`config.mk`:
```
export PLATFORM = sky130hd
export DESIGN_NAME = led_heartbeat
export DESIGN_NICKNAME = d
export VERILOG_FILES = /design/src/led_heartbeat.sv
export SDC_FILE = /design/constraint.sdc
export NUM_CORES = 1
export LEC_CHECK = 0
export BUFFER_PORTS_ARGS = -buffer_cell sky130_fd_sc_hd__buf_2
export CAP_MARGIN = 15
export CORE_UTILIZATION = 45
export CTS_CLUSTER_SIZE = 28
export DETAILED_ROUTE_END_ITERATION = 6
export HOLD_SLACK_MARGIN = 0.05
export PLACE_DENSITY = 0.74
export SYNTH_ARGS = -nofsm -noshare
export SYNTH_HDL_FRONTEND = slang
export SYNTH_SLANG_ARGS = --single-unit
```
`constraint.sdc`:
```
create_clock -name clk125M -period 2.1 [get_ports clk125M]
set_clock_uncertainty 0.05 [all_clocks]
set_input_delay 0.105 -clock clk125M [delete_from_list [all_inputs] [get_ports clk125M]]
set_output_delay 0.105 -clock clk125M [all_outputs]
set_load 0.02 [all_outputs]
```
`src/led_heartbeat.sv`:
```
// debug LED heartbeat from a us, ms and blink prescaler chain
`timescale 1ns/1ps

module led_heartbeat #(
    parameter int CLK_PER_US = 125,
    parameter int US_PER_MS  = 1000,
    parameter int BLINK_MS   = 250
) (
    input  logic clk125M,
    input  logic rst_n_i,
    output logic led_o
);

    localparam int DIV [3] = '{CLK_PER_US, US_PER_MS, BLINK_MS};
    localparam int DIV_MAX = (CLK_PER_US > US_PER_MS) ?
                             ((CLK_PER_US > BLINK_MS) ? CLK_PER_US : BLINK_MS) :
                             ((US_PER_MS > BLINK_MS) ? US_PER_MS : BLINK_MS);
    localparam int CW      = $clog2(DIV_MAX + 1);

    logic [CW-1:0] cnt_q [3];
    logic [3:0]    tick;    // 1: us, 2: ms, 3: toggle
    logic          led_q;

    assign tick[0] = 1'b1;  // every clock

    for (genvar s = 0; s < 3; s++) begin : g_stage
        assign tick[s+1] = tick[s] && (cnt_q[s] == CW'(DIV[s] - 1));

        always_ff @(posedge clk125M) begin
            if (!rst_n_i) begin
                cnt_q[s] <= '0;
            end else if (tick[s+1]) begin
                cnt_q[s] <= '0;
            end else if (tick[s]) begin
                cnt_q[s] <= cnt_q[s] + 1'b1;
            end
        end
    end

    always_ff @(posedge clk125M) begin
        if (!rst_n_i) led_q <= 1'b0;
        else          led_q <= led_q ^ tick[3];
    end

    assign led_o = led_q;

endmodule

```
# Yosys cells after proc, flatten, opt, wreduce, memory -nomap -nowiden
# Memory sizes are Yosys's and may differ from the RTL's.
# Cells that the tools add are included.
# word_totals
ff_bits,1
ram_bits,30
input_bits,2
out_inout_bits,1
word_cells,42
mem_count,1
# memory_table
name,depth,word_bits,rd,rd_ports_with_merged_regs,wr,line_no,source
cnt_q,3,10,3,0,3,20,logic [CW-1:0] cnt_q [3];
# classes
add_sub_neg,3
n_eq_ne,3
mux,25
n_bitwise,7
reduce_logical,2
# ops
cell,n
$mux W10,6
$add A10 B1 Y10 const B,3
$mux W1,19
$eq A10 B10 Y1 const B,1
$eq A10 B7 Y1 const B,1
$eq A10 B8 Y1 const B,1
$or A1 B1 Y1,6
$logic_and A1 B1 Y1,2
$xor A1 B1 Y1,1

# Longest topological paths before layout
# An unclocked memory read counts as a cell.
# logic_depth
depth_word,9
ltp_mapped,7
depth_no_buf,6

# Least setup slack after synthesis
# No wires, ideal clock.
# synth_timing
path_type,flip-flop to flip-flop
startpoint,memory cnt_q[1][0] in the netlist's numbering
endpoint,memory cnt_q[2][0] in the netlist's numbering (enable)
setup_time_ns,0.391
arrival_time_ns,1.769
t_required_ns,1.659
setup_slack_ns,-0.110
stages_incl_launch_ff,5
path_buffers,0
synth_period_minus_slack_ns,2.210
path_cell_list,edfxtp_1 > ha_1 > nand4b_1 > or3_4 > o21ai_0
# synth_rtl
item,line_no
start: declaration,20

==> results by group <==
Cells and area
  – # diodes: 0
  – Layout cell share with drive strength beyond 1: 16.8%
  – Final Net Count: 173
  – Synth-to-Final Area Change: 13.1%
  – Fillcell total: 318
  – Core Util, Final: 54.6%

Die
  – Die footprint: 0.00394 sq mm
  – # rows: 21
  – Die X: 62.7 um
  – Starting Density: 48.2%
  – Die Ht: 62.7 um
  – Core Area: 0.00344 sq mm
  – IO Pins: 3

Timing
  – Max Slew Vio Count: 0
  – Final min period: 2.01 ns
  – RSZ-0062 raised after global routing: no
  – Final setup vio count: 0
  – Fin. Hold Viols: 0
  – Final TNS setup: 0 ns
  – Max Freq: 498 MHz
  – Fin crit share: 95.7%

Pwr
  – Net Switching: 0.279 mW
  – Worst vdd ir: 0.442 mV
  – Power Total: 1.24 mW
  – Pleak: 0.656 nW
  – PwrDens: 661 mW/mm^2
  – Switching share of power: 22.5%
  – Share of power burned in registers: 59.1%
  – Comb power frac: 5.5%
  – Clock share of power: 35.4%
  – Pint: 0.963 mW

Routing
  – Post-detailed-route count of antenna-violating nets: 0
  – DRC viols: 0
  – Via density: 5.00
  – Vias: 1066
  – Router iterations before antenna repair: 4
  – DRT Wirelength: 2640 um
  – Avg WL per Cell: 12.4 um
  – First DRT Iteration DRCs: 90

Setup path
  – Critical path startpoint category: flop
  – Data required time of the worst path: 2.20 ns
  – Critical path's largest stage delay: 0.49 ns
  – Crit path max-delay family: simple AND/OR/NAND/NOR gates
  – Crit. Startpoint: cnt_q[1][0]$_SDFFCE_PN0P_
  – CP cell instances: ha_2, nand4b_1, or3_4, or4b_1, buf_6, nor2_2
  – CP Class: flop to flop
  – Crit path DAT: 2.11 ns
  – CP Capture Type: flop
  – WP buf/inv: 1
  – Slowest cell on the critical path: or4b_1
  – Max Fanout on Critical Path: 10
  – Worst reg2reg startpoint: cnt_q[1][0]$_SDFFCE_PN0P_

Synthesis
  – Sequential fraction of the synthesis area: 55.5%
  – Primary FF master, synth: edfxtp_1
  – FFs w/ async S/R, synth: 0%
  – Synth top area cells: edfxtp_1, xnor2_1, nor2_1
  – Number of synthesized flops with an enable pin: 30
  – Cells after Synth: 144
  – Count leader, synth: edfxtp_1
  – Share of the synthesized area in the top cell type: 54.3%
  – Mean Syn Cell Area: 11.5 sq um
  – Top cells by count, synth: edfxtp_1, nor2_1, xnor2_1
  – Synth Register Bits: 31
  – Mapped Area: 0.00166 sq mm
  – Post-synth top area cell: edfxtp_1
  – Count of cell types in the netlist: 33
  – Yosys warns: 0

Clock tree
  – Root Driver: clkbuf_8
  – CTS tree: yes
  – TritonCTS Buffers: 5
  – Quantity of hold-fixing buffers added after cts: 0
  – Clock Sinks: 31
  – Worst-skew pair later-pin latency: 0.28 ns
  – Maximum buffer depth of the clock tree: 2
  – H-tree lvl count: 2
  – Clk slew on worst S/H paths: 0.06 ns

Run status
  – Run status: finished, final reports clean

Placement
  – PortBufs: 2
  – Post-DP HPWL: 1920 um
  – Gpl congestion: 0.775

Global route
  – Largest net degree at the start of global routing: 11
  – Initial antenna violation count: 0
  – First-pass GRT wire length: 4720 um
  – Vias in the first global route: 1097
  – Gr ovfl total: 0
  – Overall routing resource usage: 16.3%

Flow run
  – Maximum Capacitance Violations: 0

Min path
  – Hold WC Path Type: primary input to flop
  – Hold Startpoint: rst_n_i
[final cells by class]
type                    instances  area (sq um)  area share, %
clock buffers                   6          72.6           3.86
multi-input cells             115           742           39.5
clock inverters                 2          7.51          0.400
repair buffers                  8          58.8           3.13
flip-flops and latches         31           921           49.0
well taps                      46          57.6           3.06
inverters                       5          18.8          0.999
[cell families after synthesis]
kind of cell / after synthesis / share of synthesized area [%]
DFF: 31 / 55.5
buffers and inverters: 7 / 2.03
adders and majority gates: 5 / 3.77
other: 1 / 0.226
and+or+nand+nor: 73 / 24.8
AOI/OAI and AO/OA: 3 / 1.05
xor gates and xnor gates: 24 / 12.7
[per-layer routing]
metal  GRT usage (%)  share of wire [%]  vias to the layer above
met5               0                  0                        -
met4            9.59                2.6                        0
met3            6.02                4.1                        7
met2            25.8                 47                       14
met1            18.7                 46                      506
li1                -                  -                      539
[worst min-delay path, stage by stage]
cell and delay [ns]:
buf_2 0.12, inv_1 0.09, a21oi_1 0.04
[registers in the layout, indices dropped and copies added (netlist names)]
signal and flops:
cnt_q 30, led_o 1
[layout by cell type, fill, tap and decap left out, types with 2 or more instances in the layout]
cell / netlist / routed
buf_4: 0 / 5
nor2_1: 22 / 22
clkbuf_8: 0 / 5
xnor2_1: 15 / 15
nand3_1: 9 / 9
edfxtp_1: 30 / 30
inv_1: 5 / 5
buf_2: 0 / 2
nand4_1: 3 / 3
and3_1: 5 / 5
nor3_1: 4 / 4
nor2_2: 9 / 9
clkinv_1: 0 / 2
xor2_1: 9 / 9
ha_1: 5 / 4
conb_1: 1 / 10
nand2_1: 7 / 7
[final timing paths]
| kind | end | slack, ns | cells after the start |
|---|---|---|---|
| hold / removal | led_o$_SDFF_PN0_ | 0.08 | 3 |
| setup / recovery | cnt_q[2][2]$_SDFFCE_PN0P_ | 0.09 | 6 |
| hold reg to reg | led_o$_SDFF_PN0_ | 0.46 | 2 |
| setup reg to reg | cnt_q[2][2]$_SDFFCE_PN0P_ | 0.09 | 6 |
[power groups by stage]
stage | Clock (mW) | Sequential, mW | Combinational [mW]
6_report | 0.440 | 0.734 | 0.0683
5_1_grt | 0.486 | 0.738 | 0.0775
4_1_cts | 0.453 | 0.734 | 0.0688
3_5_place_dp | 0 | 0.747 | 0.0680
3_3_place_gp | 0 | 0.744 | 0.0660
2_1_floorplan | 0 | 0.741 | 0.0489
[metrics by stage]
stage,cell area (sq um),setup WS (ns),cells,hold slack (ns)
final,1880,0.0913,213,0.0786
after global routing,1880,0.00450,213,0.0800
after CTS,1870,0.0601,213,0.0699
after detailed placement,1790,0.0742,205,0.376
after global placement,1790,0.142,205,0.370
after floorplan,1690,0.164,153,0.213
[what timing repair did]
action | CTS | global route
gates resized for setup | 0 | 2
setup buffers | 0 | 0
setup endpoints to repair | 0 | 3
Note: power is estimated with default switching activity, not from simulation.
