===== config.mk =====
export PLATFORM = sky130hd
export DESIGN_NAME = rx_err_counters
export DESIGN_NICKNAME = d
export VERILOG_FILES = /design/src/rx_err_counters.sv
export SDC_FILE = /design/constraint.sdc
export NUM_CORES = 1
export LEC_CHECK = 0
export BUFFER_PORTS_ARGS = -buffer_cell sky130_fd_sc_hd__buf_4
export CAP_MARGIN = 20
export CORE_UTILIZATION = 50
export DETAILED_ROUTE_END_ITERATION = 10
export GPL_TIMING_DRIVEN = 0
export HOLD_SLACK_MARGIN = 0.03
export PLACE_DENSITY = 0.74
export SYNTH_ARGS = -nofsm -noshare
export SYNTH_HDL_FRONTEND = slang
export SYNTH_SLANG_ARGS = --single-unit

===== constraint.sdc =====
create_clock -name clk125M -period 4.4 [get_ports clk125M]
set_input_delay 0.44 -clock clk125M [delete_from_list [all_inputs] [get_ports clk125M]]
set_output_delay 0.44 -clock clk125M [all_outputs]
set_load 0.02 [all_outputs]

===== src/rx_err_counters.sv =====
// receive CRC error counters, one per ethernet port
// each error pulse adds one, counters stick at all ones
`timescale 1ns/1ps

module rx_err_counters #(
    parameter int ETH_COUNT = 4
) (
    input  logic                    clk125M,
    input  logic                    rst_n_i,
    input  logic [ETH_COUNT-1:0]    crc_err_i,
    output logic [ETH_COUNT*32-1:0] cnt_o
);

    localparam int CNT_W = 32;

    for (genvar p = 0; p < ETH_COUNT; p++) begin : g_port
        logic [CNT_W-1:0] cnt_q;

        always_ff @(posedge clk125M) begin
            if (!rst_n_i) begin
                cnt_q <= '0;
            end else if (crc_err_i[p] && cnt_q != '1) begin   // saturate
                cnt_q <= cnt_q + 1'b1;
            end
        end

        assign cnt_o[p*CNT_W +: CNT_W] = cnt_q;

        // the host reads halves at different times, so a wrap would look like garbage
        a_no_decrease: assert property (@(posedge clk125M) disable iff (!rst_n_i)
            cnt_q >= $past(cnt_q));
    end

endmodule


Yosys cells after proc, flatten, opt, wreduce, memory -nomap -nowiden
Index checks and enable logic that the tools add are counted.
{"block": "word_totals", "regBits": 128, "input_bits": 6, "wordCells": 16}
{"block": "classes", "add_sub_neg": 4, "n_eq_ne": 4, "reduce_logical": 4}
{"cell": "$add 32x1->32 const B", "n": 4}
{"cell": "$ne 32x32->1 const B", "n": 4}
{"cell": "$logic_and 1x1->1", "n": 4}

Depth between registers and ports, before layout
{"block": "depth", "word_depth": 2, "mapped_depth": 8, "depth_no_buf": 6}

Worst setup path before layout
OpenSTA, ideal clock, no wires.
{"block": "synth_timing", "kind": "reg2reg", "startpoint": "register g_port[2].cnt_q[0]", "endpoint": "register g_port[2].cnt_q[28]", "arrival_ns": 2.233, "path_slack_ns": 2.097, "stages_incl_launch_ff": 8, "n_path_buf": 1, "synth_period_minus_slack_ns": 2.303, "cell_sequence": "dfxtp_1 ha_1 and4_1 nand4_2 or4_1 clkbuf_1 or3_1 a21oi_1"}
{"block": "synth_between", "elab_chain_cells": 2, "word_cells_on_any_way": 3, "classes_between": "add/sub (1); eq/ne (1); reduce/logical (1)"}
{"item": "start, declared", "line_no": "17", "rtl": "logic [CNT_W-1:0] cnt_q;"}
{"item": "start signal, assigned", "line_no": "23", "rtl": "cnt_q <= cnt_q + 1'b1;"}
{"item": "branches (longest 2 deep; another with $add 32x1->32)"}
Parallel ways; which one is timed is not known.
A chain may end at the register's enable or synchronous reset.

Worst setup path after layout
{"block": "layout_timing", "startpoint": "register g_port[2].cnt_q[0]", "endpoint": "register g_port[2].cnt_q[26]"}
The elaborated chain is that of the path after synthesis.

==> run summary <==
status - complete, no violations
max reg flops - 128
final WL - 18240 µm
Pleak - 0.003074 µW
first-pass GRT wire length - 28840 µm
critical path's slowest cell - or4_1
Slew Limit Fails - 0
yosys warns - 0
largest stage delay on the critical path - 550 ps
worst skew pair latency - 420 ps
Switch Pwr - 569.7 µW
Clock H-tree levels - 4
R2R Path Start - g_port[2].cnt_q[0]
critical path fanouts, max - 7
met3 wire len - 880 µm
grt total ovfl - 0
routed vias - 6683
post-cts resize count - 0
CTS clk-pin slew, worst paths - 50 ps
required time of the critical path - 4750 ps
Final setup viols - 0
Biggest register - g_port.cnt_q
Post-synth EDFFs - 0
Worst VDD drop - 0.2062 mV
Slew headroom - 46.20%
max layer used - met4
Die Y - 116.0 µm
met1 wire length - 8124 µm
Cell Int Power - 1996 µW
I/O pin cnt - 134
hold-critical path depth - 4
synth top area cells - dfxtp_1 (39%), a21oi_1 (5.0%), nand2_1 (4.7%), or3_1 (3.7%), nand3_1 (3.5%)
Starting Density - 51.46%
largest net degree at the start of global routing - 17
Post-synth top flop - dfxtp_1
final worst-path cycle share - 57.71%
post-layout min period - 2539 ps
Syn Area/Cell - 8.272 µm²
Via density - 5.962
max_cap viols - 0
Comb power frac - 3.6%
Core Util, Final - 65.38%
Post-CTS Hold Buffers - 0
crit path kind - reg2reg
Syn Inst Count - 785
pwr dens - 311.0 nW/µm²
Area growth, synth to finish - 27.05%
delay-heaviest family, CP - simple AND/OR/NAND/NOR gates
worst-case reg-to-reg path depth - 7
setup slack after layout - 1861 ps
row count - 41
synth unique cells - 58
die footprint - 13450 µm²
min-delay worst type - in2reg
total CTS buffers - 17
Least-Margin Pin Slew - 800.4 ps
Clock Skews - 7.195 ps
Buffers on Ports - 132
Setup WS pre-CTS - 1866 ps
detailed router's first-iteration violation count - 461
# Post-CTS Setup Buffers - 0
met2 routed WL - 8982 µm
Switching Fraction - 22.20%
Final ANT Viol Nets - 0
vias in the first global route - 5930
Cell Area, Synth - 6494 µm²
Buf+Inv Stages, Crit Path - 1
Seq pwr share - 46.0%
total power - 2566 µW
# clock sinks - 128
Placer Congestion - 0.8717
combined area of the multi-input logic cells - 3736 µm²
register area share after synthesis - 39.46%
R2R setup slack - 1860 ps
Clock Tree Root - clkbuf_16
Async SR Flop Fraction - 0%
top cell type's share of synthesized area - 39.46%
syn nets - 795
drt wl/cell - 16.27 µm
Antenna Cells - 0
crit end category - register
Clock Power Share - 50.4%
Arrival @ worst endpoint - 2890 ps
biggest regs - g_port.cnt_q: 128 flops
Final nets - 947
DR pass1 iterations - 5
Die Span X - 116.0 µm
share of layout cells above drive strength 1 - 19.39%
Layout fillers - 1127
CP cell instances - ha_1 > and4_1 > nand4_2 > or4_1 > clkbuf_1 > or3_1 > a21oi_1
fmax - 0.3938 GHz
dpl hpwl - 13150 µm
area leader, netlist - dfxtp_1
Yosys reg bits - 128
worst-case clock buffer depth - 2
r2r endpoint - g_port[2].cnt_q[26]
Fin. Hold Viols - 0
RSZ-0062 raised after global routing - false
CTS tree - done
overall routing resource usage - 27.26%
Crit path depth - 7
core box area - 12620 µm²
crit path from - g_port[2].cnt_q[0]
crit path launch type - register
initial antenna violation count - 0
Post-route DRC - 0
Storage cell area - 2562 µm²
Setup crit end - g_port[2].cnt_q[26]
Setup TNS Final - 0 ps
[cell usage after synthesis, types with 4 or more instances]
| master | count |
|---|---|
| or3_1 | 38 |
| nand3_1 | 46 |
| nand2b_1 | 20 |
| o211ai_1 | 5 |
| a211oi_1 | 10 |
| and2_1 | 9 |
| clkbuf_1 | 32 |
| and4_1 | 20 |
| dfxtp_1 | 128 |
| a31oi_1 | 8 |
| and3_1 | 23 |
| xor2_1 | 8 |
| nand4_1 | 32 |
| nor2_1 | 48 |
| nor3_1 | 8 |
| o31ai_1 | 21 |
| o21ai_0 | 43 |
| nand2_1 | 82 |
| xnor2_1 | 24 |
| mux2i_1 | 21 |
| or4_1 | 24 |
| ha_1 | 4 |
| buf_2 | 5 |
| nor4_1 | 9 |
| a21oi_1 | 65 |
| inv_1 | 10 |
[cell type report]
class / count / area share (%)
inverter: 12 / 0.5460
multi-input combinational: 607 / 45.28
timing repair buffer: 133 / 12.07
buffer: 38 / 1.820
sequential: 128 / 31.06
clock buffer: 25 / 6.248
tap: 172 / 2.608
clock inverter: 6 / 0.3640
[power groups by stage]
stage / Sequential [µW] / Clock (µW) / Combinational [µW]
final: 1180 / 1290 / 93.4
after global routing: 1180 / 1370 / 103
after CTS: 1180 / 1310 / 93.8
after detailed placement: 1200 / 0 / 93.3
after global placement: 1200 / 0 / 91.4
after floorplan: 1210 / 0 / 45.2
[how the worst min path moves through the flow]
| stage | start | endpoint | slack, ps |
|---|---|---|---|
| floorplan | g_port[3].cnt_q[14] | g_port[3].cnt_q[14] | 550 |
| global placement | g_port[0].cnt_q[17] | g_port[0].cnt_q[17] | 470 |
| detailed placement | g_port[0].cnt_q[10] | g_port[0].cnt_q[10] | 480 |
| CTS | crc_err_i[2] | g_port[2].cnt_q[2] | 420 |
| global route | crc_err_i[2] | g_port[2].cnt_q[2] | 460 |
| finish | crc_err_i[2] | g_port[2].cnt_q[2] | 420 |
[logic make-up (layout without fill, tap and decap cells)]
kind of cell	Yosys count	in the layout	share of synthesized area, %
buf+inv	50	214	3.006
fa+ha+maj	4	4	0.7707
flops	128	128	39.46
xor+xnor	32	32	4.316
simple gates	377	377	32.70
mux	21	21	3.237
compound gates	173	173	16.51
[layer usage]
metal  global-route usage (%)  vias up
li1                         -     3253
met5                        0        -
met3                    4.603       22
met1                    35.08     3194
met2                    45.95      214
met4                    9.829        0
[worst reg2reg max path, stage by stage, from the launching register on]
cell and delay, ps:
dfxtp_1 460, ha_1 240, and4_1 330, nand4_2 230, or4_1 550, clkbuf_1 170, or3_1 350, a21oi_1 140
[cells in the final DEF (no fill, tap or decap), types with 3 or more instances in the layout]
master,netlist,layout
mux2i_1,21,21
and4_1,20,20
a211oi_1,10,10
clkbuf_8,0,6
and2_1,9,9
o211ai_1,5,5
nand4_1,32,32
xnor2_1,24,24
nand4_2,3,3
clkbuf_1,32,34
a31oi_1,8,8
buf_2,5,5
or4_1,24,24
nand2b_1,20,20
o31ai_1,21,21
inv_1,10,10
dfxtp_1,128,128
clkinv_2,0,6
xor2_1,8,8
nand3_1,46,46
nor3_1,8,8
nor2_1,48,48
and3_1,23,23
o21ai_0,43,43
buf_4,0,132
a21oi_1,65,65
nand2_1,82,82
ha_1,4,4
nor4_1,9,9
clkbuf_16,0,17
or3_1,38,38
[per-stage QoR]
step / instances / hold slack [ps] / instance area, µm²
global placement: 1089 / 472.4 / 7700
finish: 1121 / 425.0 / 8250
CTS: 1120 / 417.2 / 8245
floorplan: 785 / 549.3 / 6494
detailed placement: 1089 / 481.5 / 7700
global route: 1121 / 457.7 / 8250
No activity file was read; power rests on OpenSTA's default activity.
