--- src/regmap_pkg.sv ---
// register map of the board control bank seen through the user SPI port
// one address space for reads and writes

package regmap_pkg;

    localparam int REG_DW = 16;     // register width
    localparam int REG_AW = 7;      // address bits of the command byte

    // one register write, en is a single cycle strobe
    typedef struct packed {
        logic              en;
        logic [REG_AW-1:0] addr;
        logic [REG_DW-1:0] data;
    } reg_wr_t;

    // ------------------------------
    // read only
    // ------------------------------
    localparam logic [REG_AW-1:0] A_FW_DATE_LO = 7'h00;
    localparam logic [REG_AW-1:0] A_FW_DATE_HI = 7'h01;
    localparam logic [REG_AW-1:0] A_FW_TIME_LO = 7'h02;
    localparam logic [REG_AW-1:0] A_FW_TIME_HI = 7'h03;
    localparam logic [REG_AW-1:0] A_LINK       = 7'h04;   // link bit per port
    // port n low half at base + 2n, high half at base + 2n + 1
    localparam logic [REG_AW-1:0] A_RXERR_BASE = 7'h08;

    // ------------------------------
    // PHY management
    // ------------------------------
    localparam logic [REG_AW-1:0] A_PHY_RST    = 7'h10;
    localparam logic [REG_AW-1:0] A_MDC        = 7'h11;
    localparam logic [REG_AW-1:0] A_MDIO_O     = 7'h12;
    localparam logic [REG_AW-1:0] A_MDIO_OE    = 7'h13;
    localparam logic [REG_AW-1:0] A_MDIO_I     = 7'h14;   // pin level, read only

    // scratch words for host access tests
    localparam logic [REG_AW-1:0] A_TEST_BASE  = 7'h20;
    localparam int                TEST_WORDS   = 4;

endpackage

--- src/board_pkg.sv ---
// board level types shared by the SPI slave, the register bank and the top level
// port limits, PHY management levels and SPI slave enums

package board_pkg;

    // ------------------------------
    // ethernet ports
    // ------------------------------
    localparam int ETH_PORTS_MAX = 4;   // hard limit of the board

    // PHY management pin levels, as driven from the register bank
    typedef struct packed {
        logic [ETH_PORTS_MAX-1:0] phy_rst;  // one reset line per port
        logic                     mdc;      // bit-banged MDIO clock
        logic                     mdio_o;   // data level towards the PHY
        logic                     mdio_oe;  // 1 drives the MDIO pin
    } phy_mgmt_t;

    // ------------------------------
    // user SPI slave
    // ------------------------------
    // opcode sits in bit 7 of the command byte
    typedef enum logic {
        OP_READ  = 1'b0,
        OP_WRITE = 1'b1
    } spi_op_e;

    typedef enum logic [1:0] {
        ST_IDLE,        // CS high, waiting for a frame
        ST_CMD,         // shifting in the command byte
        ST_DATA_WR,     // shifting in write data
        ST_DATA_RD      // shifting out read data
    } spi_state_e;

endpackage
--- src/reg_bank.sv ---
// host visible register bank behind the SPI slave
// writable PHY management and scratch words, read mux over all status
`timescale 1ns/1ps

module reg_bank #(
    parameter int          ETH_COUNT = 4,
    parameter logic [31:0] FW_DATE   = 32'h0,
    parameter logic [31:0] FW_TIME   = 32'h0
) (
    input  logic                          clk125M,
    input  logic                          rst_n_i,
    input  regmap_pkg::reg_wr_t           reg_wr_i,
    input  logic [regmap_pkg::REG_AW-1:0] rd_addr_i,
    output logic [regmap_pkg::REG_DW-1:0] rd_data_o,
    input  logic [ETH_COUNT-1:0]          link_i,
    input  logic [ETH_COUNT*32-1:0]       rx_err_cnt_i,
    input  logic                          mdio_i,
    output board_pkg::phy_mgmt_t          phy_mgmt_o
);
    import board_pkg::*;
    import regmap_pkg::*;

    localparam int                     TW_AW     = $clog2(TEST_WORDS);
    localparam logic [ETH_PORTS_MAX-1:0] PORT_MASK = ETH_PORTS_MAX'((1 << ETH_COUNT) - 1);

    phy_mgmt_t         phy_q;
    logic [REG_DW-1:0] test_q [TEST_WORDS];
    logic [REG_AW-1:0] wr_rel, rd_test_rel, rd_err_rel;
    logic              wr_ro;

    assign wr_rel = reg_wr_i.addr - A_TEST_BASE;

    // ------------------------------
    // write decode
    // ------------------------------
    always_ff @(posedge clk125M) begin
        if (!rst_n_i) begin
            phy_q <= '0;
            for (int i = 0; i < TEST_WORDS; i++) begin
                test_q[i] <= '0;
            end
        end else if (reg_wr_i.en) begin
            case (reg_wr_i.addr)
                A_PHY_RST: phy_q.phy_rst <= reg_wr_i.data[ETH_PORTS_MAX-1:0] & PORT_MASK;
                A_MDC:     phy_q.mdc     <= reg_wr_i.data[0];
                A_MDIO_O:  phy_q.mdio_o  <= reg_wr_i.data[0];
                A_MDIO_OE: phy_q.mdio_oe <= reg_wr_i.data[0];
                default: begin
                    if (reg_wr_i.addr >= A_TEST_BASE && wr_rel < REG_AW'(TEST_WORDS)) begin
                        test_q[wr_rel[TW_AW-1:0]] <= reg_wr_i.data;
                    end
                end
            endcase
        end
    end

    assign phy_mgmt_o = phy_q;

    // ------------------------------
    // read mux
    // ------------------------------
    assign rd_test_rel = rd_addr_i - A_TEST_BASE;
    assign rd_err_rel  = rd_addr_i - A_RXERR_BASE;     // 16 bit word index into counters

    always_comb begin
        rd_data_o = '0;     // unmapped reads as zero
        case (rd_addr_i)
            A_FW_DATE_LO: rd_data_o = FW_DATE[15:0];
            A_FW_DATE_HI: rd_data_o = FW_DATE[31:16];
            A_FW_TIME_LO: rd_data_o = FW_TIME[15:0];
            A_FW_TIME_HI: rd_data_o = FW_TIME[31:16];
            A_LINK:       rd_data_o = REG_DW'(link_i);
            A_PHY_RST:    rd_data_o = REG_DW'(phy_q.phy_rst);
            A_MDC:        rd_data_o = REG_DW'(phy_q.mdc);
            A_MDIO_O:     rd_data_o = REG_DW'(phy_q.mdio_o);
            A_MDIO_OE:    rd_data_o = REG_DW'(phy_q.mdio_oe);
            A_MDIO_I:     rd_data_o = REG_DW'(mdio_i);
            default: begin
                // absent ports fall outside 2*ETH_COUNT and read zero
                if (rd_addr_i >= A_RXERR_BASE && rd_err_rel < REG_AW'(2 * ETH_COUNT)) begin
                    rd_data_o = rx_err_cnt_i[rd_err_rel*REG_DW +: REG_DW];
                end
                if (rd_addr_i >= A_TEST_BASE && rd_test_rel < REG_AW'(TEST_WORDS)) begin
                    rd_data_o = test_q[rd_test_rel[TW_AW-1:0]];
                end
            end
        endcase
    end

    // status addresses, the whole counter window included
    assign wr_ro = (reg_wr_i.addr <= A_LINK) || (reg_wr_i.addr == A_MDIO_I) ||
                   (reg_wr_i.addr >= A_RXERR_BASE &&
                    reg_wr_i.addr < A_RXERR_BASE + REG_AW'(2 * ETH_PORTS_MAX));

    a_ro_write_no_effect: assert property (@(posedge clk125M) disable iff (!rst_n_i)
        (reg_wr_i.en && wr_ro) |=> $stable(phy_mgmt_o));

endmodule

--- config.mk ---
export PLATFORM = sky130hd
export DESIGN_NAME = reg_bank
export DESIGN_NICKNAME = d
export VERILOG_FILES = /design/src/regmap_pkg.sv /design/src/board_pkg.sv /design/src/reg_bank.sv
export SDC_FILE = /design/constraint.sdc
export NUM_CORES = 1
export LEC_CHECK = 0
export BUFFER_PORTS_ARGS = -buffer_cell sky130_fd_sc_hd__buf_2
export CAP_MARGIN = 15
export CORE_UTILIZATION = 49
export CTS_CLUSTER_DIAMETER = 150
export CTS_CLUSTER_SIZE = 16
export DETAILED_ROUTE_END_ITERATION = 12
export HOLD_SLACK_MARGIN = 0.02
export PLACE_DENSITY = 0.85
export SYNTH_ARGS = -nofsm -noshare
export SYNTH_HDL_FRONTEND = slang
export SYNTH_SLANG_ARGS = --single-unit
--- constraint.sdc ---
create_clock -name clk125M -period 4.2 [get_ports clk125M]
set_clock_uncertainty 0.1 [all_clocks]
set_input_delay 0.84 -clock clk125M [delete_from_list [all_inputs] [get_ports clk125M]]
set_output_delay 0.84 -clock clk125M [all_outputs]
set_load 0.02 [all_outputs]
== Word-level counts from Yosys, hierarchy flattened ==
Memory sizes are Yosys's and may differ from the RTL's.
Cells that the tools add are included.

* Add/sub/neg operators: 3
* Magnitude comparators: 6
* Equal/unequal tests: 13
* Shift-type cells: 1
* Muxes and demuxes: 12
* Reduce and logical (&&, ||, !) cells: 11

{| class="wikitable"
|+ Operators by type and width
! cell !! number
|-
| 128-bit by 12-bit indexed part select with 16-bit output || 1
|-
| 16-bit one-hot mux with 7 select lines || 1
|-
| 7-bit by 5-bit equality test with 1-bit output (second input constant) || 9
|-
| 16-bit two-way mux || 3
|-
| 16-bit OR reduction || 1
|-
| 7-bit by 2-bit equality test with 1-bit output (second input constant) || 2
|-
| 7-bit by 6-bit greater-or-equal comparator with 1-bit output (second input constant) || 2
|-
| 7-bit by 3-bit less-than comparator with 1-bit output (second input constant) || 2
|-
| 7-bit by 6-bit subtractor with 7-bit output (second input constant) || 2
|-
| 2-bit AND reduction || 4
|-
| 4-bit OR reduction || 2
|-
| 7-bit by 1-bit equality test with 1-bit output (second input constant) || 1
|-
| 7-bit by 3-bit equality test with 1-bit output (second input constant) || 1
|-
| 7-bit by 4-bit greater-or-equal comparator with 1-bit output (second input constant) || 1
|-
| 7-bit logical NOT || 1
|-
| 7-bit by 4-bit less-than comparator with 1-bit output (second input constant) || 1
|-
| 1-bit two-way mux || 7
|-
| 7-bit by 4-bit subtractor with 7-bit output (second input constant) || 1
|-
| 1-bit logical AND || 3
|-
| 2-bit two-way mux || 1
|}

* Register bits: 7
* Memory bits (writable): 64
* Input bits: 166
* Output and inout bits: 23
* Logic and storage cells: 51
* Memories kept: 1

{| class="wikitable"
|+ Memory list
! memory !! depth !! bits a word !! read ports !! clocked after memory_dff !! write ports !! RTL line !! text
|-
| test_q || 4 || 16 || 1 || 0 || 4 || reg_bank.sv:27 || <nowiki>logic [REG_DW-1:0] test_q [TEST_WORDS];</nowiki>
|}

== Depth between registers and ports, before layout ==
Gate-level depths: netlist (run 1).

* Word-level depth: 10
* Mapped depth: 7

== Worst setup path before layout (run 1) ==
OpenSTA, ideal clock, no wires.

* Path kind: input port to output port
* Start: input rd_addr_i[4] in the netlist's numbering
* End: output rd_data_o[10] in the netlist's numbering
* Data arrival time: 2438 ps
* Data required time: 3260 ps
* Setup slack: 822 ps
* Stages on the path: 7
* Path buffers: 2
* Cell sequence: inv_1 ha_1 nor4bb_1 clkbuf_1 or3_1 clkbuf_1 o21ai_0

* Longest elaborated chain between the ends: 6
* Elaborated cells on any way between the ends: 23
* Classes of those cells: 2 x add/sub; 4 x order compare; 9 x eq/ne; 1 x shift; 3 x mux; 4 x reduce/logical

{| class="wikitable"
|+ Ends and longest elaborated chain
! item !! RTL line !! text
|-
| from (decl) || reg_bank.sv:13 || <nowiki>input logic [regmap_pkg::REG_AW-1:0] rd_addr_i,</nowiki>
|-
| branches (longest 5 deep; another with 7-bit by 4-bit subtractor with 7-bit output) || n/a ||
|-
| 16-bit one-hot mux with 7 select lines (*) || reg_bank.sv:67 || <nowiki>case (rd_addr_i)</nowiki>
|-
| to (decl) || reg_bank.sv:14 || <nowiki>output logic [regmap_pkg::REG_DW-1:0] rd_data_o,</nowiki>
|}

Mark *: on every way between the ends.

== Final worst setup path (run 1) ==
* Start: input rd_addr_i[2] in the netlist's numbering
* End: output rd_data_o[13] in the netlist's numbering

Same word-level chain as after synthesis.

==> results of run 1 <==
cells by family (layout without fill, tap and decap cells):
group / count (synthesis) / in the layout
AND/OR/NAND/NOR: 113 / 113
multiplexers: 73 / 73
flip-flops: 71 / 71
AO/OA/AOI/OAI: 29 / 29
buffers and inverters: 26 / 217
adder cells (fa/ha/maj): 2 / 2
XOR/XNOR: 1 / 1
other: 0 / 3
stage by stage:
stage	hold WS (ps)	area [sq um]
global placement	400.3	5464
detailed placement	404.7	5464
global route	449.1	5667
floorplan	498.6	4419
finish	426.1	5667
CTS	422.6	5659
Yosys cell counts (5+ instances only):
cell and number:
buf_2 7, and2_1 64, nor2_1 11, o21ai_0 19
mux2_2 5, mux4_2 47, clkbuf_1 12, edfxtp_1 64
mux2i_1 19, dfxtp_1 7, nand2_1 16
cell type report:
type / instances / share of cell area [%]
Multi-Input combinational cell: 218 / 39.52
Sequential cell: 71 / 36.39
Timing Repair Buffer: 198 / 17.93
Tap cell: 108 / 2.385
Clock buffer: 9 / 2.186
Clock inverter: 7 / 1.259
Inverter: 3 / 0.1987
Antenna cell: 3 / 0.1325
worst min path at each step:
stage	end	slack, ps	cells after the start
4_1_cts	phy_mgmt_o[2]	420	2
3_5_place_dp	phy_mgmt_o[2]	400	2
6_report	phy_mgmt_o[2]	430	2
5_1_grt	phy_mgmt_o[2]	450	2
2_1_floorplan	phy_mgmt_o[2]	500	2
3_3_place_gp	phy_mgmt_o[3]	400	2
critical path, delay by kind of cell:
family                 cells  cell delay [ps]
buffers and inverters      2              830
AOI/OAI and AO/OA          1              320
and+or+nand+nor            2              770
state kept, by name, indices dropped and copies added (netlist names):
| name | cells |
|---|---|
| phy_mgmt_o | 7 |
| test_q | 64 |
per-layer routing:
layer / up-vias / GRT usage (%)
li1: 1608 / -
met1: 1722 / 29.65
met2: 146 / 43.82
met3: 26 / 5.636
met4: 2 / 11.48
met5: - / 0
power by group through the flow:
stage | clock network [mW] | registers [mW] | logic, mW
3_5_place_dp | 0 | 0.824 | 0.276
3_3_place_gp | 0 | 0.821 | 0.267
5_1_grt | 0.556 | 0.811 | 0.297
4_1_cts | 0.534 | 0.808 | 0.277
6_report | 0.530 | 0.808 | 0.275
2_1_floorplan | 0 | 0.821 | 0.158
==> flow_summary.ini, run 1 <==
[outcome]
status = finished clean

[logic_synthesis]
synth_seq_area_share_pct = 46.66
yosys.area.top_type_share_pct = 43.49
synth_flop_cell = edfxtp_1
synth.net_count = 483
synth_edf_count = 64
synth-simple-area-share_pct = 15.09
synthAdderAreaFrac_pct = 0.5663
syn_area_sq_mm = 0.004419
yosysWarnings = 0
ys_types = 34
ys_ff_latch = 71
synth.area.top_cells = edfxtp_1 (43%), mux4_2 (24%), and2_1 (9.1%)
synth-compound-area-share_pct = 3.851
synthCells = 315
synth_top_family_by_area = multiplexers
async_reset_ff_share_pct = 0
synthMuxAreaShare_pct = 30.72
syn_area_per_cell_sq_um = 14.03
synthXorXnorAreaFrac_pct = 0.1982
yosysTopAreaCell = edfxtp_1

[routing]
vias = 3504
drcViolationCount = 0
dr_wl_met2_um = 5983
wl_met3_um = 693
first_iter_violations = 164
firstDrtPassIters = 4
wl_um = 11540
post_drt_wl_per_cell_um = 18.70
detail-route-antenna-nets = 0
wl_met1_um = 4531
topRoutingLayerUsed = met5
routed_via_density = 5.679

[global_route]
grt_max_degree = 40
overflow = 0
antenna_found_initial = 4
grt_pass1_vias = 3623
track_usage_pct = 25.17
grt_first_pass_wirelength_um = 18170

[sta]
hold_viol_final = 0
max_slew_margin_pct = 28.71
setup-violations-final = 0
fin_crit_ps = 3720
worstMarginPinSlew_ps = 1065
setup_ws_ps = 480.0
final_max_slew_viol_count = 0
fin_crit_sh_pct = 88.57
setup_tns_ps = 0
rsz0062_at_grt = no
max_freq_ghz = 0.2688

[final_layout]
seq_area_sq_mm = 0.002062
multi_input_area_sq_mm = 0.002240
fillers = 638
most-common-layout-cells = buf_2 (188), and2_1 (64), edfxtp_1 (64)
fin_nets = 669
area_growth_pct = 28.23
final_util_pct = 64.98
final_common_cell = buf_2
drive_gt1_share_pct = 53.36
finalNonFillerCells = 617

[worst_setup_path]
r2r-end = phy_mgmt_o[4]
r2r_start = phy_mgmt_o[4]
path_common_cell = buf_2
crit_fanout = 39
end_kind = output port
arrival_ps = 2780
worstSetupStartpoint = rd_addr_i[2]
worstSetupPathType = input port to output port
slowest_delay_ps = 610
crit_required_ps = 3260
startpoint_type = input port
setup.worst_path.end = rd_data_o[13]
reg2reg_slack_ps = 3470
crit_slowest_cell = buf_2
r2r.worst_path.cells = 2
crit_path_cell_trace = buf_2 > nor4bb_2 > or3_1 > o21ai_0 > buf_2

[cts]
cts_buffers = 9
cts_tree = yes
path_clk_slew_ps = 80
postCtsSetupRepairBufs = 0
clk_path_buf_depth = 2
hold_buffers = 0
cts_sinks = 71
post_cts_resized = 0
worstSkewPairLatency_ps = 350
cts-root-buf = clkbuf_8
htreeDepth = 3

[power_and_ir_drop]
power_frac_seq_pct = 50.1
p_leak_nw = 2.409
cellPowerDensity_mw_per_mm2 = 284.8
p_clk_share_pct = 32.8
finalPower_mw = 1.614
intPower_mw = 1.231
vdd_drop_max_mv = 0.1544
combPwrFrac_pct = 17.1
p_sw_share_pct = 23.69
power_switching_mw = 0.3823

[min_path]
hp-start = phy_mgmt_o[2]
hold_path.class = register to register

[floorplanning]
die_width_um = 96.97
start_util_pct = 50.67
fp.dieH_um = 96.97
die-area_sq_mm = 0.009402
rows = 34
core-area_sq_mm = 0.008721
io_pins = 189

[place]
portBuffers = 188
dp_hpwl_um = 8917
dp_slack_ps = 465.5
gp_congestion = 0.8778
place_inst = 598

[flow_run]
maxCapViolCount = 0
No activity file was read; power rests on OpenSTA's default activity.
==> run 2: changes to the inputs <==
- BUFFER_PORTS_ARGS: -buffer_cell sky130_fd_sc_hd__buf_2 -> -buffer_cell sky130_fd_sc_hd__buf_4
- TNS_END_PERCENT: unset -> 5
==> run 2 against run 1 <==
Compared with the run above:
- total power grew 1.6%
- die area did not move
- critical path depth grew 1
- sequential cell count did not move
- critical path type unchanged
==> flow_summary.ini, run 2 (synthesized netlist as in run 1, its figures left out) <==
[routing]
drcViolationCount = 0
post_drt_wl_per_cell_um = 20.31
detail-route-antenna-nets = 0
wl_um = 12390
routed_via_density = 5.762
first_iter_violations = 170
firstDrtPassIters = 4
vias = 3515

[sta]
hold_viol_final = 0
final_max_slew_viol_count = 0
setup-violations-final = 0
fin_crit_ps = 3729
worstMarginPinSlew_ps = 1088
max_slew_margin_pct = 27.22
setup_ws_ps = 470.6
setup_tns_ps = 0
max_freq_ghz = 0.2681
fin_crit_sh_pct = 88.79
rsz0062_at_grt = no

[flow_run]
maxCapViolCount = 0

[global_route]
grt_pass1_vias = 3766
overflow = 0
track_usage_pct = 27.56
grt_first_pass_wirelength_um = 19780
grt_max_degree = 40
antenna_found_initial = 0

[power_and_ir_drop]
p_leak_nw = 2.522
power_frac_seq_pct = 49.4
p_sw_share_pct = 22.67
finalPower_mw = 1.640
p_clk_share_pct = 31.2
power_switching_mw = 0.3718
cellPowerDensity_mw_per_mm2 = 269.0
intPower_mw = 1.268
combPwrFrac_pct = 19.5
vdd_drop_max_mv = 0.1862

[final_layout]
most-common-layout-cells = buf_4 (195), and2_1 (64), edfxtp_1 (64)
top_register = test_q
area_growth_pct = 38.00
seq_area_sq_mm = 0.002062
drive_gt1_share_pct = 52.79
fillers = 594
multi_input_area_sq_mm = 0.002240
largest_register_ffs = 64
final_common_cell = buf_4
n_antenna_cell = 0
fin_nets = 666

[outcome]
status = finished clean

[place]
gp_congestion = 0.8460
dp_hpwl_um = 9374
dp_slack_ps = 427.0
portBuffers = 188

[floorplanning]
io_pins = 189
core-area_sq_mm = 0.008721
die_width_um = 96.97
fp.dieH_um = 96.97
rows = 34
die-area_sq_mm = 0.009402
start_util_pct = 50.67

[cts]
cts-root-buf = clkbuf_8
worstSkewPairLatency_ps = 330
hold_buffers = 0
postCtsSetupRepairBufs = 0
cts_sinks = 71
cts_buffers = 9
post_cts_resized = 0
cts_tree = yes
path_clk_slew_ps = 70
htreeDepth = 3
clk_path_buf_depth = 2

[min_path]
worstHoldPathCells = 2
hold_path.class = register to register

[worst_setup_path]
arrival_ps = 2790
crit_required_ps = 3260
startpoint_type = input port
end_kind = output port
crit_fanout = 30
r2r.worst_path.cells = 2
worstSetupPathType = input port to output port
==> run 2: cell types whose count changed in the layout (fill, tap and decap cells not counted), sizes merged <==
cell | before | now
inv | 4 | 3
clkinv | 5 | 3
buf | 198 | 195
diode | 3 | 0
clkinvlp | 0 | 2
==> run 2: area by class of cell <==
class                           instances  area share (%)
Clock buffer                            9           2.031
Clock inverter                          6           1.026
Inverter                                3          0.1847
Multi-Input combinational cell        218           36.73
Sequential cell                        71           33.81
Tap cell                              108           2.216
Timing Repair Buffer                  195           24.00
==> run 2: worst paths after layout <==
kind                               startpoint             to  slack [ps]
worst max-delay path             rd_addr_i[1]   rd_data_o[5]         470
worst min-delay path            phy_mgmt_o[3]  phy_mgmt_o[3]         440
worst max register to register  phy_mgmt_o[0]  phy_mgmt_o[0]        3420
worst min register to register  phy_mgmt_o[3]  phy_mgmt_o[3]         440
==> run 2: power groups by stage <==
| stage | Sequential (mW) | Combinational [mW] | Clock, mW |
|---|---|---|---|
| after floorplan | 0.821 | 0.158 | 0 |
| after global placement | 0.821 | 0.312 | 0 |
| after detailed placement | 0.826 | 0.321 | 0 |
| after CTS | 0.810 | 0.321 | 0.521 |
| after global routing | 0.812 | 0.341 | 0.549 |
| final | 0.810 | 0.319 | 0.511 |
==> run 2: metrics by stage <==
stage | hold WS, ps | cells | util, % | area, sq um
detailed placement | 421.8 | 595 | 67.79 | 5912
floorplan | 498.6 | 315 | - | 4419
global route | 460.6 | 610 | 69.93 | 6098
global placement | 402.5 | 595 | 67.79 | 5912
finish | 435.5 | 610 | 69.93 | 6098
CTS | 440.1 | 610 | 69.93 | 6098
==> run 2: critical path, stage by stage <==
cell and delay [ps]:
buf_4 380, buf_4 440, mux4_2 560, mux2i_1 230
o21ai_0 120, buf_4 180
==> run 2: layer usage <==
metal | vias up | track usage (%) | wire (um)
met2 | 166 | 47.51 | 6376
met5 | - | 0 | 0
li1 | 1595 | - | -
met4 | 0 | 13.55 | 546
met1 | 1716 | 32.71 | 4669
met3 | 38 | 5.853 | 799
==> run 3: changes to the inputs <==
- CORE_UTILIZATION: 49 -> 25
- PLACE_DENSITY: 0.85 -> 0.5
==> run 3 against run 2 <==
Compared with the run above:
- register-to-register slack better by 40 ps
- utilization fell by 33 points
- first-iteration DRC count decreased by 28%
- global-route usage is 13 points lower
- sequential power barely moved
- combinational power increased by 2%
- clock-buffer cell count did not move
==> flow_summary.ini, run 3 (synthesized netlist as in run 1, its figures left out) <==
[outcome]
status = finished clean

[routing]
drcViolationCount = 0
vias = 3413
detail-route-antenna-nets = 0
wl_um = 13630
post_drt_wl_per_cell_um = 18.64
routed_via_density = 4.669
first_iter_violations = 123
firstDrtPassIters = 4

[floorplanning]
die-area_sq_mm = 0.01821
io_pins = 189
start_util_pct = 25.55
core-area_sq_mm = 0.01730
rows = 48
fp.dieH_um = 135.0
die_width_um = 135.0

[final_layout]
area_growth_pct = 43.83
final_common_cell = buf_4
largest_register_ffs = 64
drive_gt1_share_pct = 52.58
most-common-layout-cells = buf_4 (198), and2_1 (64), edfxtp_1 (64)
finalNonFillerCells = 731
top_register = test_q
fin_nets = 670

[sta]
setup_tns_ps = 0
max_freq_ghz = 0.2895
fin_crit_sh_pct = 82.25
setup-violations-final = 0
rsz0062_at_grt = no
fin_crit_ps = 3454
final_max_slew_viol_count = 0
max_slew_margin_pct = 65.15
hold_viol_final = 0
fin_worst_hold_slack_ps = 434.2
worstMarginPinSlew_ps = 522.7

[cts]
worstSkewPairLatency_ps = 320
htreeDepth = 3
post_cts_resized = 0
cts_sinks = 71
clk_path_buf_depth = 2
cts-root-buf = clkbuf_16
path_clk_slew_ps = 50
postCtsSetupRepairBufs = 0
hold_buffers = 0
cts_buffers = 9
cts_tree = yes

[flow_run]
maxCapViolCount = 0

[worst_setup_path]
worstSetupPathType = input port to output port
crit_path_cell_trace = buf_4 > mux4_2 > mux2_2 > a221oi_1 > a31oi_1 > buf_4
crit_slowest_cell = buf_4
arrival_ps = 2510
critPathTopFamily = multiplexers
end_kind = output port
crit_fanout = 39
worst-path-buf-inv = 2
startpoint_type = input port
slowest_delay_ps = 400
path_common_cell = buf_4
crit_required_ps = 3260

[place]
place_inst = 716
portBuffers = 188
dp_hpwl_um = 10340
gp_congestion = 0.8473

[power_and_ir_drop]
cellPowerDensity_mw_per_mm2 = 277.4
finalPower_mw = 1.763
vdd_drop_max_mv = 0.1660
p_leak_nw = 2.586

[min_path]
hold_path.class = register to register

[global_route]
antenna_found_initial = 2
grt_pass1_vias = 3589
grt_first_pass_wirelength_um = 20160
grt_max_degree = 43
track_usage_pct = 15.03
overflow = 0
## run 3: area by class of cell
type / count / area [sq um]
antenna: 2 / 5.005
clock buffer: 9 / 225.2
clock inverter: 4 / 16.27
fill: 1681 / 10940
inverter: 3 / 11.26
multi-input combinational: 218 / 2248
sequential: 71 / 2062
tap: 225 / 281.5
timing repair buffer: 199 / 1506
## run 3: power breakdown
| part | leakage, nW | total (mW) | internal [mW] | switching [mW] |
|---|---|---|---|---|
| logic | 1.80 | 0.326 | 0.202 | 0.124 |
| clock network | 0.120 | 0.627 | 0.381 | 0.246 |
| registers | 0.664 | 0.810 | 0.802 | 0.00801 |
| total | 2.59 | 1.76 | 1.39 | 0.378 |
## run 3: worst paths after layout
kind	start	endpoint	slack, ps	cells after the start
setup / recovery	rd_addr_i[2]	rd_data_o[2]	750	6
hold / removal	phy_mgmt_o[0]	phy_mgmt_o[0]	430	2
setup reg to reg	phy_mgmt_o[6]	phy_mgmt_o[6]	3460	2
hold reg to reg	phy_mgmt_o[0]	phy_mgmt_o[0]	430	2
## run 3: metal layers
layer  share of wire, %  up-vias  GRT usage [%]
met4                1.2        0          4.432
met3                8.4       12          4.730
li1                   -     1600              -
met5                  0        -              0
met2                 50      141          25.92
met1                 40     1660          17.85
## run 3: worst min-delay path: stages (launching register included)
cell     delay (ps)
dfxtp_1         350
mux2i_1          80
nor2_1           70
## run 3: metrics by stage
stage / util (%) / setup slack, ps / instance area [sq um]
2_1_floorplan: - / 822.5 / 4419
3_3_place_gp: 35.32 / 766.7 / 6110
3_5_place_dp: 35.32 / 719.2 / 6110
4_1_cts: 36.72 / 720.5 / 6351
5_1_grt: 36.73 / 622.2 / 6354
6_report: 36.75 / 745.5 / 6356
